### src/source/cpuTypesPkg.sv
// Word, register, immediate and shift types, ALU operations and data memory size.
package cpuTypesPkg;

  // ==========================================================================
  // Field widths
  // ==========================================================================

  localparam int WORD_W  = 32;
  localparam int REG_W   = 5;
  localparam int IMM_W   = 16;
  localparam int SHAMT_W = 5;
  localparam int AOP_W   = 4;

  // ==========================================================================
  // Data memory geometry
  // ==========================================================================

  // Depth in words.
  localparam int DMEM_WORDS  = 64;
  // Word index width without the byte offset.
  localparam int DMEM_ADDR_W = $clog2(DMEM_WORDS);

  // ==========================================================================
  // Types
  // ==========================================================================

  // Data, address and instruction word.
  typedef logic [WORD_W-1:0]      word_t;

  // Register file index.
  typedef logic [REG_W-1:0]       regbits_t;

  // Instruction immediate field.
  typedef logic [IMM_W-1:0]       imm_t;

  // Shift amount field in instr[10:6].
  typedef logic [SHAMT_W-1:0]     shamt_t;

  // Word index into the data memory.
  typedef logic [DMEM_ADDR_W-1:0] dmemidx_t;

  // ALU operations. ALU_SLL doubles as the cleared value.
  typedef enum logic [AOP_W-1:0] {
    ALU_SLL  = 4'd0,
    ALU_SRL  = 4'd1,
    ALU_ADD  = 4'd2,
    ALU_SUB  = 4'd3,
    ALU_AND  = 4'd4,
    ALU_OR   = 4'd5,
    ALU_XOR  = 4'd6,
    ALU_NOR  = 4'd7,
    ALU_SLT  = 4'd8,
    ALU_SLTU = 4'd9
  } aluop_t;

endpackage

### src/source/aluUnit.sv
// Combinational ALU with result and zero flag.
`timescale 1ns/1ps

module aluUnit (
  input  cpuTypesPkg::aluop_t aluOp,
  input  cpuTypesPkg::word_t  portA,
  input  cpuTypesPkg::word_t  portB,
  output cpuTypesPkg::word_t  result,
  output logic                zero
);
  import cpuTypesPkg::*;

  // Shift distance comes from the low bits of operand B.
  shamt_t shiftAmt;

  assign shiftAmt = portB[SHAMT_W-1:0];

  always_comb begin
    case (aluOp)
      ALU_SLL:  result = portA << shiftAmt;
      ALU_SRL:  result = portA >> shiftAmt;
      ALU_ADD:  result = portA + portB;
      ALU_SUB:  result = portA - portB;
      ALU_AND:  result = portA & portB;
      ALU_OR:   result = portA | portB;
      ALU_XOR:  result = portA ^ portB;
      ALU_NOR:  result = ~(portA | portB);
      // Signed then unsigned set on less than.
      ALU_SLT:  result = word_t'($signed(portA) < $signed(portB));
      ALU_SLTU: result = word_t'(portA < portB);
      default:  result = '0;
    endcase
  end

  // Branch compare uses SUB, so zero means equal operands.
  assign zero = (result == '0);

  // Only encoded operations may reach the ALU.
  aluOpDefined: assert final (
    $isunknown(aluOp) ||
    aluOp inside {ALU_SLL, ALU_SRL, ALU_ADD, ALU_SUB, ALU_AND,
                  ALU_OR, ALU_XOR, ALU_NOR, ALU_SLT, ALU_SLTU}
  ) else $error("aluUnit: undefined ALU operation %0h", aluOp);

endmodule

### src/source/executeStage.sv
// Execute stage with operand B select, ALU, result select and branch/jump redirect.
`timescale 1ns/1ps

module executeStage (
  input  cpuTypesPkg::aluop_t aluOp,
  input  logic                aluSrc,
  input  logic                lui,
  input  logic                zeroExt,
  input  logic                shiftSel,
  input  logic                branch,
  input  logic                bne,
  input  logic                jmp,
  input  logic                jmpReg,
  input  logic                jl,
  input  cpuTypesPkg::word_t  rdat1,
  input  cpuTypesPkg::word_t  rdat2,
  input  cpuTypesPkg::word_t  instr,
  input  cpuTypesPkg::word_t  incPC,
  output cpuTypesPkg::word_t  exResult,
  output logic                redirect,
  output cpuTypesPkg::word_t  redirectPC
);
  import cpuTypesPkg::*;

  imm_t   imm;
  shamt_t shamt;
  word_t  immExt;
  word_t  portB;
  word_t  aluResult;
  logic   aluZero;
  word_t  branchTarget;
  word_t  jumpTarget;
  logic   branchTaken;

  // ==========================================================================
  // Operand selection
  // ==========================================================================

  assign imm   = instr[IMM_W-1:0];
  assign shamt = instr[10:6];

  assign immExt = zeroExt ? word_t'(imm) : {{(WORD_W-IMM_W){imm[IMM_W-1]}}, imm};

  always_comb begin
    if (shiftSel) begin
      portB = word_t'(shamt);
    end else if (aluSrc) begin
      portB = immExt;
    end else begin
      portB = rdat2;
    end
  end

  aluUnit i_aluUnit (
    .aluOp  (aluOp),
    .portA  (rdat1),
    .portB  (portB),
    .result (aluResult),
    .zero   (aluZero)
  );

  // lui wins over link, link over the ALU.
  always_comb begin
    if (lui) begin
      exResult = {imm, {(WORD_W-IMM_W){1'b0}}};
    end else if (jl) begin
      exResult = incPC;
    end else begin
      exResult = aluResult;
    end
  end

  // ==========================================================================
  // Redirect resolution
  // ==========================================================================

  assign branchTarget = incPC + {{(WORD_W-IMM_W-2){imm[IMM_W-1]}}, imm, 2'b00};
  assign jumpTarget   = {incPC[31:28], instr[25:0], 2'b00};

  // beq takes on zero, bne on nonzero.
  assign branchTaken = branch && (aluZero != bne);
  assign redirect    = branchTaken || jmp || jmpReg;

  always_comb begin
    if (jmpReg) begin
      redirectPC = rdat1;
    end else if (jmp) begin
      redirectPC = jumpTarget;
    end else if (branchTaken) begin
      redirectPC = branchTarget;
    end else begin
      redirectPC = incPC;
    end
  end

  // Decode never issues both jump kinds at once.
  jumpKindsExclusive: assert final (!(jmp === 1'b1 && jmpReg === 1'b1))
    else $error("executeStage: jmp and jmpReg both high");

endmodule

### src/source/pipeRegExMem.sv
// EX/MEM pipeline register with enable stall and ihit-qualified flush.
`timescale 1ns/1ps

module pipeRegExMem (
  input  logic                  CLK,
  input  logic                  nRST,
  input  logic                  ihit,
  input  logic                  enable,
  input  logic                  flush,
  input  cpuTypesPkg::word_t    exResult,
  input  cpuTypesPkg::word_t    rdat2,
  input  cpuTypesPkg::regbits_t dest,
  input  logic                  memToReg,
  input  logic                  dREN,
  input  logic                  dWEN,
  input  logic                  WEN,
  output cpuTypesPkg::word_t    resultOut,
  output cpuTypesPkg::word_t    storeOut,
  output cpuTypesPkg::regbits_t destOut,
  output logic                  memToRegOut,
  output logic                  dRENOut,
  output logic                  dWENOut,
  output logic                  WENOut
);

  // Flush only counts once the fetch side has its instruction.
  logic flushHit;

  assign flushHit = flush && ihit;

  always_ff @(posedge CLK or negedge nRST) begin
    if (!nRST) begin
      resultOut   <= '0;
      storeOut    <= '0;
      destOut     <= '0;
      memToRegOut <= 1'b0;
      dRENOut     <= 1'b0;
      dWENOut     <= 1'b0;
      WENOut      <= 1'b0;
    end else if (flushHit) begin
      // Turns the slot into a bubble.
      resultOut   <= '0;
      storeOut    <= '0;
      destOut     <= '0;
      memToRegOut <= 1'b0;
      dRENOut     <= 1'b0;
      dWENOut     <= 1'b0;
      WENOut      <= 1'b0;
    end else if (enable) begin
      resultOut   <= exResult;
      storeOut    <= rdat2;
      destOut     <= dest;
      memToRegOut <= memToReg;
      dRENOut     <= dREN;
      dWENOut     <= dWEN;
      WENOut      <= WEN;
    end
  end

  // A flushed slot must not write the register file or memory.
  flushKillsWrites: assert property (
    @(posedge CLK) disable iff (!nRST)
    flushHit |=> (!WENOut && !dWENOut)
  ) else $error("pipeRegExMem: write enable survived a flush");

endmodule

### src/source/memoryStage.sv
// Memory stage with word data memory, store and load, and write-back select.
`timescale 1ns/1ps

module memoryStage (
  input  logic                  CLK,
  input  logic                  nRST,
  input  logic                  enable,
  input  cpuTypesPkg::word_t    result,
  input  cpuTypesPkg::word_t    storeData,
  input  cpuTypesPkg::regbits_t dest,
  input  logic                  memToReg,
  input  logic                  dREN,
  input  logic                  dWEN,
  input  logic                  WEN,
  output cpuTypesPkg::word_t    wbData,
  output cpuTypesPkg::regbits_t wbDest,
  output logic                  wbEn
);
  import cpuTypesPkg::*;

  word_t    dmem [DMEM_WORDS];
  dmemidx_t wordIdx;
  word_t    loadData;

  // Word addressed; the two byte offset bits are dropped.
  assign wordIdx = result[DMEM_ADDR_W+1:2];

  // ==========================================================================
  // Data memory
  // ==========================================================================

  // Store lands at the edge closing its cycle and is held off during a stall.
  always_ff @(posedge CLK or negedge nRST) begin
    if (!nRST) begin
      for (int i = 0; i < DMEM_WORDS; i++) begin
        dmem[i] <= '0;
      end
    end else if (dWEN && enable) begin
      dmem[wordIdx] <= storeData;
    end
  end

  // Asynchronous read.
  assign loadData = dREN ? dmem[wordIdx] : '0;

  // ==========================================================================
  // Write-back
  // ==========================================================================

  assign wbData = memToReg ? loadData : result;
  assign wbDest = dest;
  assign wbEn   = WEN;

  // One port, so a slot is either a load or a store.
  readWriteExclusive: assert property (
    @(posedge CLK) disable iff (!nRST)
    !(dREN && dWEN)
  ) else $error("memoryStage: dREN and dWEN both high");

endmodule

### src/source/exMemBackEnd.sv
// Back end top with execute stage, EX/MEM register and memory stage.
`timescale 1ns/1ps

module exMemBackEnd (
  input  logic                  CLK,
  input  logic                  nRST,
  input  logic                  ihit,
  input  logic                  enable,
  input  logic                  flush,
  input  cpuTypesPkg::aluop_t   aluOp,
  input  logic                  aluSrc,
  input  logic                  lui,
  input  logic                  zeroExt,
  input  logic                  shiftSel,
  input  logic                  branch,
  input  logic                  bne,
  input  logic                  jmp,
  input  logic                  jmpReg,
  input  logic                  jl,
  input  logic                  memToReg,
  input  logic                  dREN,
  input  logic                  dWEN,
  input  logic                  WEN,
  input  cpuTypesPkg::word_t    rdat1,
  input  cpuTypesPkg::word_t    rdat2,
  input  cpuTypesPkg::word_t    instr,
  input  cpuTypesPkg::word_t    pc,
  input  cpuTypesPkg::word_t    incPC,
  input  cpuTypesPkg::regbits_t dest,
  output cpuTypesPkg::word_t    wbData,
  output cpuTypesPkg::regbits_t wbDest,
  output logic                  wbEn,
  output logic                  redirect,
  output cpuTypesPkg::word_t    redirectPC
);
  import cpuTypesPkg::*;

  word_t    exResult;
  word_t    resultOut;
  word_t    storeOut;
  regbits_t destOut;
  logic     memToRegOut;
  logic     dRENOut;
  logic     dWENOut;
  logic     WENOut;

  executeStage i_executeStage (
    .aluOp      (aluOp),
    .aluSrc     (aluSrc),
    .lui        (lui),
    .zeroExt    (zeroExt),
    .shiftSel   (shiftSel),
    .branch     (branch),
    .bne        (bne),
    .jmp        (jmp),
    .jmpReg     (jmpReg),
    .jl         (jl),
    .rdat1      (rdat1),
    .rdat2      (rdat2),
    .instr      (instr),
    .incPC      (incPC),
    .exResult   (exResult),
    .redirect   (redirect),
    .redirectPC (redirectPC)
  );

  pipeRegExMem i_pipeRegExMem (
    .CLK         (CLK),
    .nRST        (nRST),
    .ihit        (ihit),
    .enable      (enable),
    .flush       (flush),
    .exResult    (exResult),
    .rdat2       (rdat2),
    .dest        (dest),
    .memToReg    (memToReg),
    .dREN        (dREN),
    .dWEN        (dWEN),
    .WEN         (WEN),
    .resultOut   (resultOut),
    .storeOut    (storeOut),
    .destOut     (destOut),
    .memToRegOut (memToRegOut),
    .dRENOut     (dRENOut),
    .dWENOut     (dWENOut),
    .WENOut      (WENOut)
  );

  memoryStage i_memoryStage (
    .CLK       (CLK),
    .nRST      (nRST),
    .enable    (enable),
    .result    (resultOut),
    .storeData (storeOut),
    .dest      (destOut),
    .memToReg  (memToRegOut),
    .dREN      (dRENOut),
    .dWEN      (dWENOut),
    .WEN       (WENOut),
    .wbData    (wbData),
    .wbDest    (wbDest),
    .wbEn      (wbEn)
  );

  // Link values and branch targets rely on incPC tracking pc.
  incPCTracksPC: assert property (
    @(posedge CLK) disable iff (!nRST)
    enable |-> (incPC == pc + 32'd4)
  ) else $error("exMemBackEnd: incPC is not pc + 4");

endmodule

### config.mk
export PLATFORM = sky130hd
export DESIGN_NAME = exMemBackEnd
export DESIGN_NICKNAME = d
export VERILOG_FILES = /design/src/source/cpuTypesPkg.sv /design/src/source/aluUnit.sv /design/src/source/executeStage.sv /design/src/source/pipeRegExMem.sv /design/src/source/memoryStage.sv /design/src/source/exMemBackEnd.sv
export SDC_FILE = /design/constraint.sdc
export NUM_CORES = 2
export LEC_CHECK = 0
export BUFFER_PORTS_ARGS = -buffer_cell sky130_fd_sc_hd__buf_2
export CORE_UTILIZATION = 25
export DETAILED_ROUTE_END_ITERATION = 10
export HOLD_SLACK_MARGIN = 0.08
export PLACE_DENSITY = 0.45
export SLEW_MARGIN = 20
export SYNTH_ARGS = -nofsm -noshare
export SYNTH_HDL_FRONTEND = slang
export SYNTH_SLANG_ARGS = --single-unit
export TNS_END_PERCENT = 20
### constraint.sdc
create_clock -name CLK -period 11.9 [get_ports CLK]
set_input_delay 2.975 -clock CLK [delete_from_list [all_inputs] [get_ports CLK]]
set_output_delay 2.975 -clock CLK [all_outputs]
set_load 0.02 [all_outputs]
Yosys cells after proc, flatten, opt, wreduce, memory -nomap -nowiden
Cells that the tools add are included.

Register bits: 2121. Word-level logic and storage cells: 135.

Add/sub/neg operators: 3. Magnitude comparators: 4. Equality and inequality tests: 10. Shifts and indexed selects: 2. Muxes and demuxes: 31. Bitwise logic cells: 5. Reductions and logical operators: 9.

Operator list (number): bitwise mux 2048 bit (1); two-way mux 32 bit (17); one-hot mux 32 bit (10 select lines) (1); binary-select mux 32 bit (select 6 bit) (1); demux 32 bit (select 6 bit) (1); adder 32 bit (2); less-than comparator 32 bit (2); AND 32 bit (1); zero test 32 bit (1); NOT 32 bit (1); OR 32 bit (1); << shifter 32 x 5 -> 32 bit (1); right shift 32 x 5 -> 32 bit (1); subtractor 32 bit (1); XOR 32 bit (1); equality test 4 x 3 -> 1 bit (second input constant) (4); two-way mux 5 bit (2); equality test 4 x 2 -> 1 bit (second input constant) (2); equality test 4 bit (second input constant) (2); two-way mux 1 bit (8); >= comparator 7 bit (second input constant) (1); less-than comparator 7 x 1 -> 1 bit (second input constant) (1); NOT 6 -> 7 bit (1); equality test 4 x 1 -> 1 bit (second input constant) (1); 5 further kinds (9).

Longest topological paths before layout
Word-level depth: 12. Mapped depth: 25.

Hierarchy
A second synthesis with hierarchy kept.

Cell total of the unflattened synthesis: 8965. Area, all modules: 109030.8 um^2.

Modules (own cells, without submodules): memoryStage (times used 1, cells an instance 6823, area an instance 92641.4 um^2); aluUnit (times used 1, cells an instance 1453, area an instance 10241.1 um^2); executeStage (times used 1, cells an instance 453, area an instance 3110.5 um^2); pipeRegExMem (times used 1, cells an instance 236, area an instance 3037.9 um^2).

Worst setup path after synthesis
No wires, ideal clock.

Path type: input-to-output. Start point: input port aluSrc. End point: output port redirectPC[22]. Arrival: 8665 ps. Path slack: 260 ps. Stages: 22. Cell sequence: buf_6 -> mux2i_1 -> o21a_1 -> buf_4 -> buf_2 -> buf_2 -> buf_1 -> clkbuf_1 -> ha_1 -> o21bai_1 -> a21oi_1 -> o31ai_1 -> o41ai_1 -> o41ai_1 -> a221oi_1 -> a221o_1 -> a221o_1 -> nor3b_2 -> nand3_4 -> and2_1 -> buf_6 -> o311ai_1.

Word-level cells in the longest chain between the ends: 11. Elaborated cells on any way between the ends: 19. Those cells by class: 2 x add/sub; 2 x order compare; 1 x eq/ne; 2 x shift; 6 x mux; 4 x bitwise; 2 x reduce/logical.

RTL lines: from (decl) (line exMemBackEnd.sv:11) `input logic aluSrc,`; two-way mux 32 bit * (line executeStage.sv:47) `end else if (aluSrc) begin`; two-way mux 32 bit * (line executeStage.sv:45) `if (shiftSel) begin`; branches (longest 2 deep; another with subtractor 32 bit); one-hot mux 32 bit (10 select lines) * (line aluUnit.sv:19) `case (aluOp)`; zero test 32 bit * (line aluUnit.sv:36) `assign zero = (result == '0);`; inequality test 1 bit * (line executeStage.sv:81) `assign branchTaken = branch && (aluZero != bne);`; logical AND 1 bit * (line executeStage.sv:81); two-way mux 32 bit * (line executeStage.sv:89) `end else if (branchTaken) begin`; two-way mux 32 bit * (line executeStage.sv:87) `end else if (jmp) begin`; two-way mux 32 bit * (line executeStage.sv:85) `if (jmpReg) begin`; to (decl) (line exMemBackEnd.sv:34) `output cpuTypesPkg::word_t redirectPC`.

Every way passes the cells marked *.

Worst setup path after layout
Start point: input port aluSrc. End point: output port redirectPC[6].

The elaborated chain is that of the path after synthesis.

==> run summary <==
status - completed
area enclosed by the die boundary - 418000 um2
Synth Net Count - 8884
clock skew after layout - 0.1050 ns
Post-Syn Area - 103800 um2
residual antenna-violating net count after detailed routing - 0
peak per-stage delay on the critical path - 0.64 ns
total leakage power - 55.28 nW
first-pass iteration count of the detailed router - 5
most prevalent standard cell on the critical path - sky130_fd_sc_hd__buf_4
cell types with the highest counts after synthesis - 2121 x sky130_fd_sc_hd__dfrtp_1, 2064 x sky130_fd_sc_hd__mux2_2, 796 x sky130_fd_sc_hd__a22oi_1
Layout Area Growth over Synthesis - 17.66%
endpoints failing setup - 0
gp weighted congestion - 0.9502
CTS root buf - sky130_fd_sc_hd__clkbuf_16
average size of a mapped cell - 12.15 um2
core footprint - 413400 um2
detailed-route vias per instance - 5.420
DR WL/cell - 31.48 um
final WL - 454.2 mm
Clock transition at path regs - 0.06 ns
number of global-route vias before repair - 79600
CTS H-tree lvls - 4
proportion of synthesized chip area in sequential cells - 51.11%
post-layout minimum cycle time - 11.77 ns
post-synth top area cell - sky130_fd_sc_hd__dfrtp_1
DP Worst Slack - -0.1326 ns
Max Fclk - 0.08496 GHz
Core Rows - 236
buffers and inverters on the worst path - 7
number of register bits inferred by synthesis - 2121
CP Launch Type - primary input
Final Non-Filler Cells - 14430
portion of the clock cycle consumed by the worst path in the final layout - 98.91%
biggest area contributors in the synthesized netlist - sky130_fd_sc_hd__dfrtp_1 51%, sky130_fd_sc_hd__mux2_2 22%, sky130_fd_sc_hd__a22oi_1 5.8%
Worst EP required - 8.93 ns
worst slew slack as a fraction of its limit - 19.51%
total clock buffers created by CTS - 234
pin count of the biggest net entering global routing - 180
crit path DAT - 8.79 ns
Placed Instances - 13980
die height - 646.5 um
path class of the lowest-slack min-delay path - reg2reg
EDFF count, synth - 0
master of the slowest instance on the critical path - sky130_fd_sc_hd__a2111oi_1
via count of the routed design - 78200
series of cell instances along the critical path - clkbuf_4 > mux2_4 > o21ai_4 > buf_4 > mux2i_1 > mux2i_1 > o22ai_1 > a2111oi_1 > buf_4 > o2111ai_1 > nor4b_1 > nand4_1 > buf_4 > nor4_2 > buf_4 > and4_4 > nand4b_4 > buf_12 > a211o_1 > a31oi_1 > buf_2
number of top-level design ports - 258
pwr/cell area - 143.8 nW/um2
global router's overall resource usage - 21.21%
setup slack after layout - 0.1303 ns
HPWL Detailed - 294.4 mm
async set-reset flop share out of synthesis - 100.0%
count of port buffers added during placement - 219
DRC Markers - 0
Max VDD drop - 0.1277 mV
clock tree buffer depth - 4
most common cell in the synthesized netlist - sky130_fd_sc_hd__dfrtp_1
Num Clock Sinks - 2121
setup slack of the worst register-to-register path - 6.55 ns
Setup Crit Path Kind - in2out
final-report hold violation count - 0
Final Slew Violations - 0
setup repair after global routing missed its margin - false
wire length of the first global-routing pass - 637.9 mm
final global-route overflow total - 0
Setup crit end kind - output port
gate count of the mapped netlist - 8549
count of synthesis-stage warnings from yosys - 0
Max Fanout on Critical Path - 46
CTS tree - done
CP delay by family, top - buffers and inverters
starting density of the core - 25.12%
share of the synthesized area in the top cell type - 51.11%
number of library cell types mapped by synthesis - 93
Most used DFF post-synth - sky130_fd_sc_hd__dfrtp_1
fraction of layout cells with a size suffix above 1 - 38.25%
slew at the pin closest to its max-slew limit - 1.205 ns
First DRT Iteration DRCs - 6722
Layout Nets - 9079
maximum capacitance violations - 0
initial antenna violation count - 33
clock insertion delay at the later pin of the skew report - 0.96 ns
horizontal die dimension - 646.5 um
-- logic make-up (layout without fill, tap and decap cells) --
logic type                 after synthesis  in the layout  synth area share, %
xor gates and xnor gates                46             46               0.3880
DFF                                   2121           2121                51.11
buffers and inverters                  993           1375                3.715
and+or+nand+nor                        924            924                4.380
other                                    0             22                    0
adders and majority gates              148            148                1.805
muxes                                 2189           2189                23.72
AOI/OAI and AO/OA                     2128           2128                14.88
-- placed cells by master, fill, tap and decap left out, types with 31 or more instances in the layout --
cell	count
sky130_fd_sc_hd__clkbuf_8	50
sky130_fd_sc_hd__nor2_1	204
sky130_fd_sc_hd__buf_2	216
sky130_fd_sc_hd__mux2i_1	111
sky130_fd_sc_hd__o22ai_1	66
sky130_fd_sc_hd__a211oi_1	44
sky130_fd_sc_hd__a21oi_1	232
sky130_fd_sc_hd__a22o_1	192
sky130_fd_sc_hd__buf_4	538
sky130_fd_sc_hd__a41oi_1	75
sky130_fd_sc_hd__inv_1	145
sky130_fd_sc_hd__dfrtp_1	2088
sky130_fd_sc_hd__nand3_1	62
sky130_fd_sc_hd__nor3_1	38
sky130_fd_sc_hd__nor4_1	41
sky130_fd_sc_hd__clkinv_2	37
sky130_fd_sc_hd__clkbuf_1	65
sky130_fd_sc_hd__buf_12	38
sky130_fd_sc_hd__a221oi_1	135
sky130_fd_sc_hd__nand4_1	93
sky130_fd_sc_hd__a21o_1	31
sky130_fd_sc_hd__clkbuf_16	236
sky130_fd_sc_hd__o21ai_0	167
sky130_fd_sc_hd__ha_1	145
sky130_fd_sc_hd__o211ai_1	40
sky130_fd_sc_hd__xnor2_1	33
sky130_fd_sc_hd__nand2_1	214
sky130_fd_sc_hd__and3_1	35
sky130_fd_sc_hd__mux2_2	2064
sky130_fd_sc_hd__a22oi_1	796
sky130_fd_sc_hd__nor2_4	67
sky130_fd_sc_hd__a31oi_1	144
-- path summary, 6_finish.rpt --
kind	depth (start not counted)	endpoint	from
min reg2reg	1	i_pipeRegExMem.resultOut[0]$_DFFE_PN0P_	i_pipeRegExMem.resultOut[0]$_DFFE_PN0P_
min in group asynchronous	1	i_memoryStage.dmem[1368]$_DFFE_PN0P_	nRST
max	21	redirectPC[6]	aluSrc
min	1	i_pipeRegExMem.resultOut[0]$_DFFE_PN0P_	i_pipeRegExMem.resultOut[0]$_DFFE_PN0P_
max reg2reg	7	i_memoryStage.dmem[269]$_DFFE_PN0P_	i_pipeRegExMem.resultOut[4]$_DFFE_PN0P_
max in group asynchronous	3	i_pipeRegExMem.storeOut[17]$_DFFE_PN0P_	nRST
-- repair_timing --
| item | 4_1_cts | 5_1_grt |
|---|---|---|
| pin swaps | 0 | 2 |
| endpoints found under the setup margin | 11 | 31 |
| hold buffers | 0 | 0 |
| gates resized for setup | 3 | 20 |
| setup buffers | 0 | 0 |
-- power by group --
group | leakage (nW) | switching (mW) | internal [mW]
Clock | 3.83 | 3.14 | 4.33
Combinational | 22.0 | 1.66 | 0.776
Sequential | 29.4 | 0.217 | 7.45
Total | 55.3 | 5.01 | 12.6
-- flip-flops by register name, summed over array words and instances, names as in the netlist --
register,flops
i_pipeRegExMem.memToRegOut,1
i_memoryStage.dmem,2048
i_pipeRegExMem.WENOut,1
i_pipeRegExMem.dWENOut,1
i_pipeRegExMem.destOut,5
i_pipeRegExMem.storeOut,32
i_pipeRegExMem.resultOut,32
i_pipeRegExMem.dRENOut,1
-- layout make-up --
cell class,count,area (um2)
Antenna cell,22,55.05
Clock buffer,351,6838
Clock inverter,72,949.7
Fill cell,42020,291200
Inverter,153,581.8
Multi-Input combinational cell,5435,47750
Sequential cell,2121,53150
Tap cell,5474,6849
Timing Repair Buffer,799,6005
-- per-layer routing --
layer	up-vias	routed length, um	GRT usage [%]
met3	709	25480	2.966
met4	14	18390	7.765
met5	-	91	0
li1	32600	-	-
met1	42100	203700	29.32
met2	2779	206500	33.67
-- through the flow --
stage | area (um2) | hold slack, ns | utilization, % | total power [mW] | setup TNS [ns]
3_3_place_gp | 114100 | 0.4617 | 27.59 | 10.15 | -0.1910
6_report | 122200 | 0.4770 | 29.56 | 17.57 | 0
4_1_cts | 121900 | 0.4797 | 29.50 | 17.70 | 0
3_5_place_dp | 114100 | 0.4641 | 27.61 | 10.19 | -0.2270
2_1_floorplan | 103800 | 0.4460 | - | 8.852 | 0
5_1_grt | 122100 | 0.5048 | 29.54 | 18.16 | 0
No activity file was read; power rests on OpenSTA's default activity.
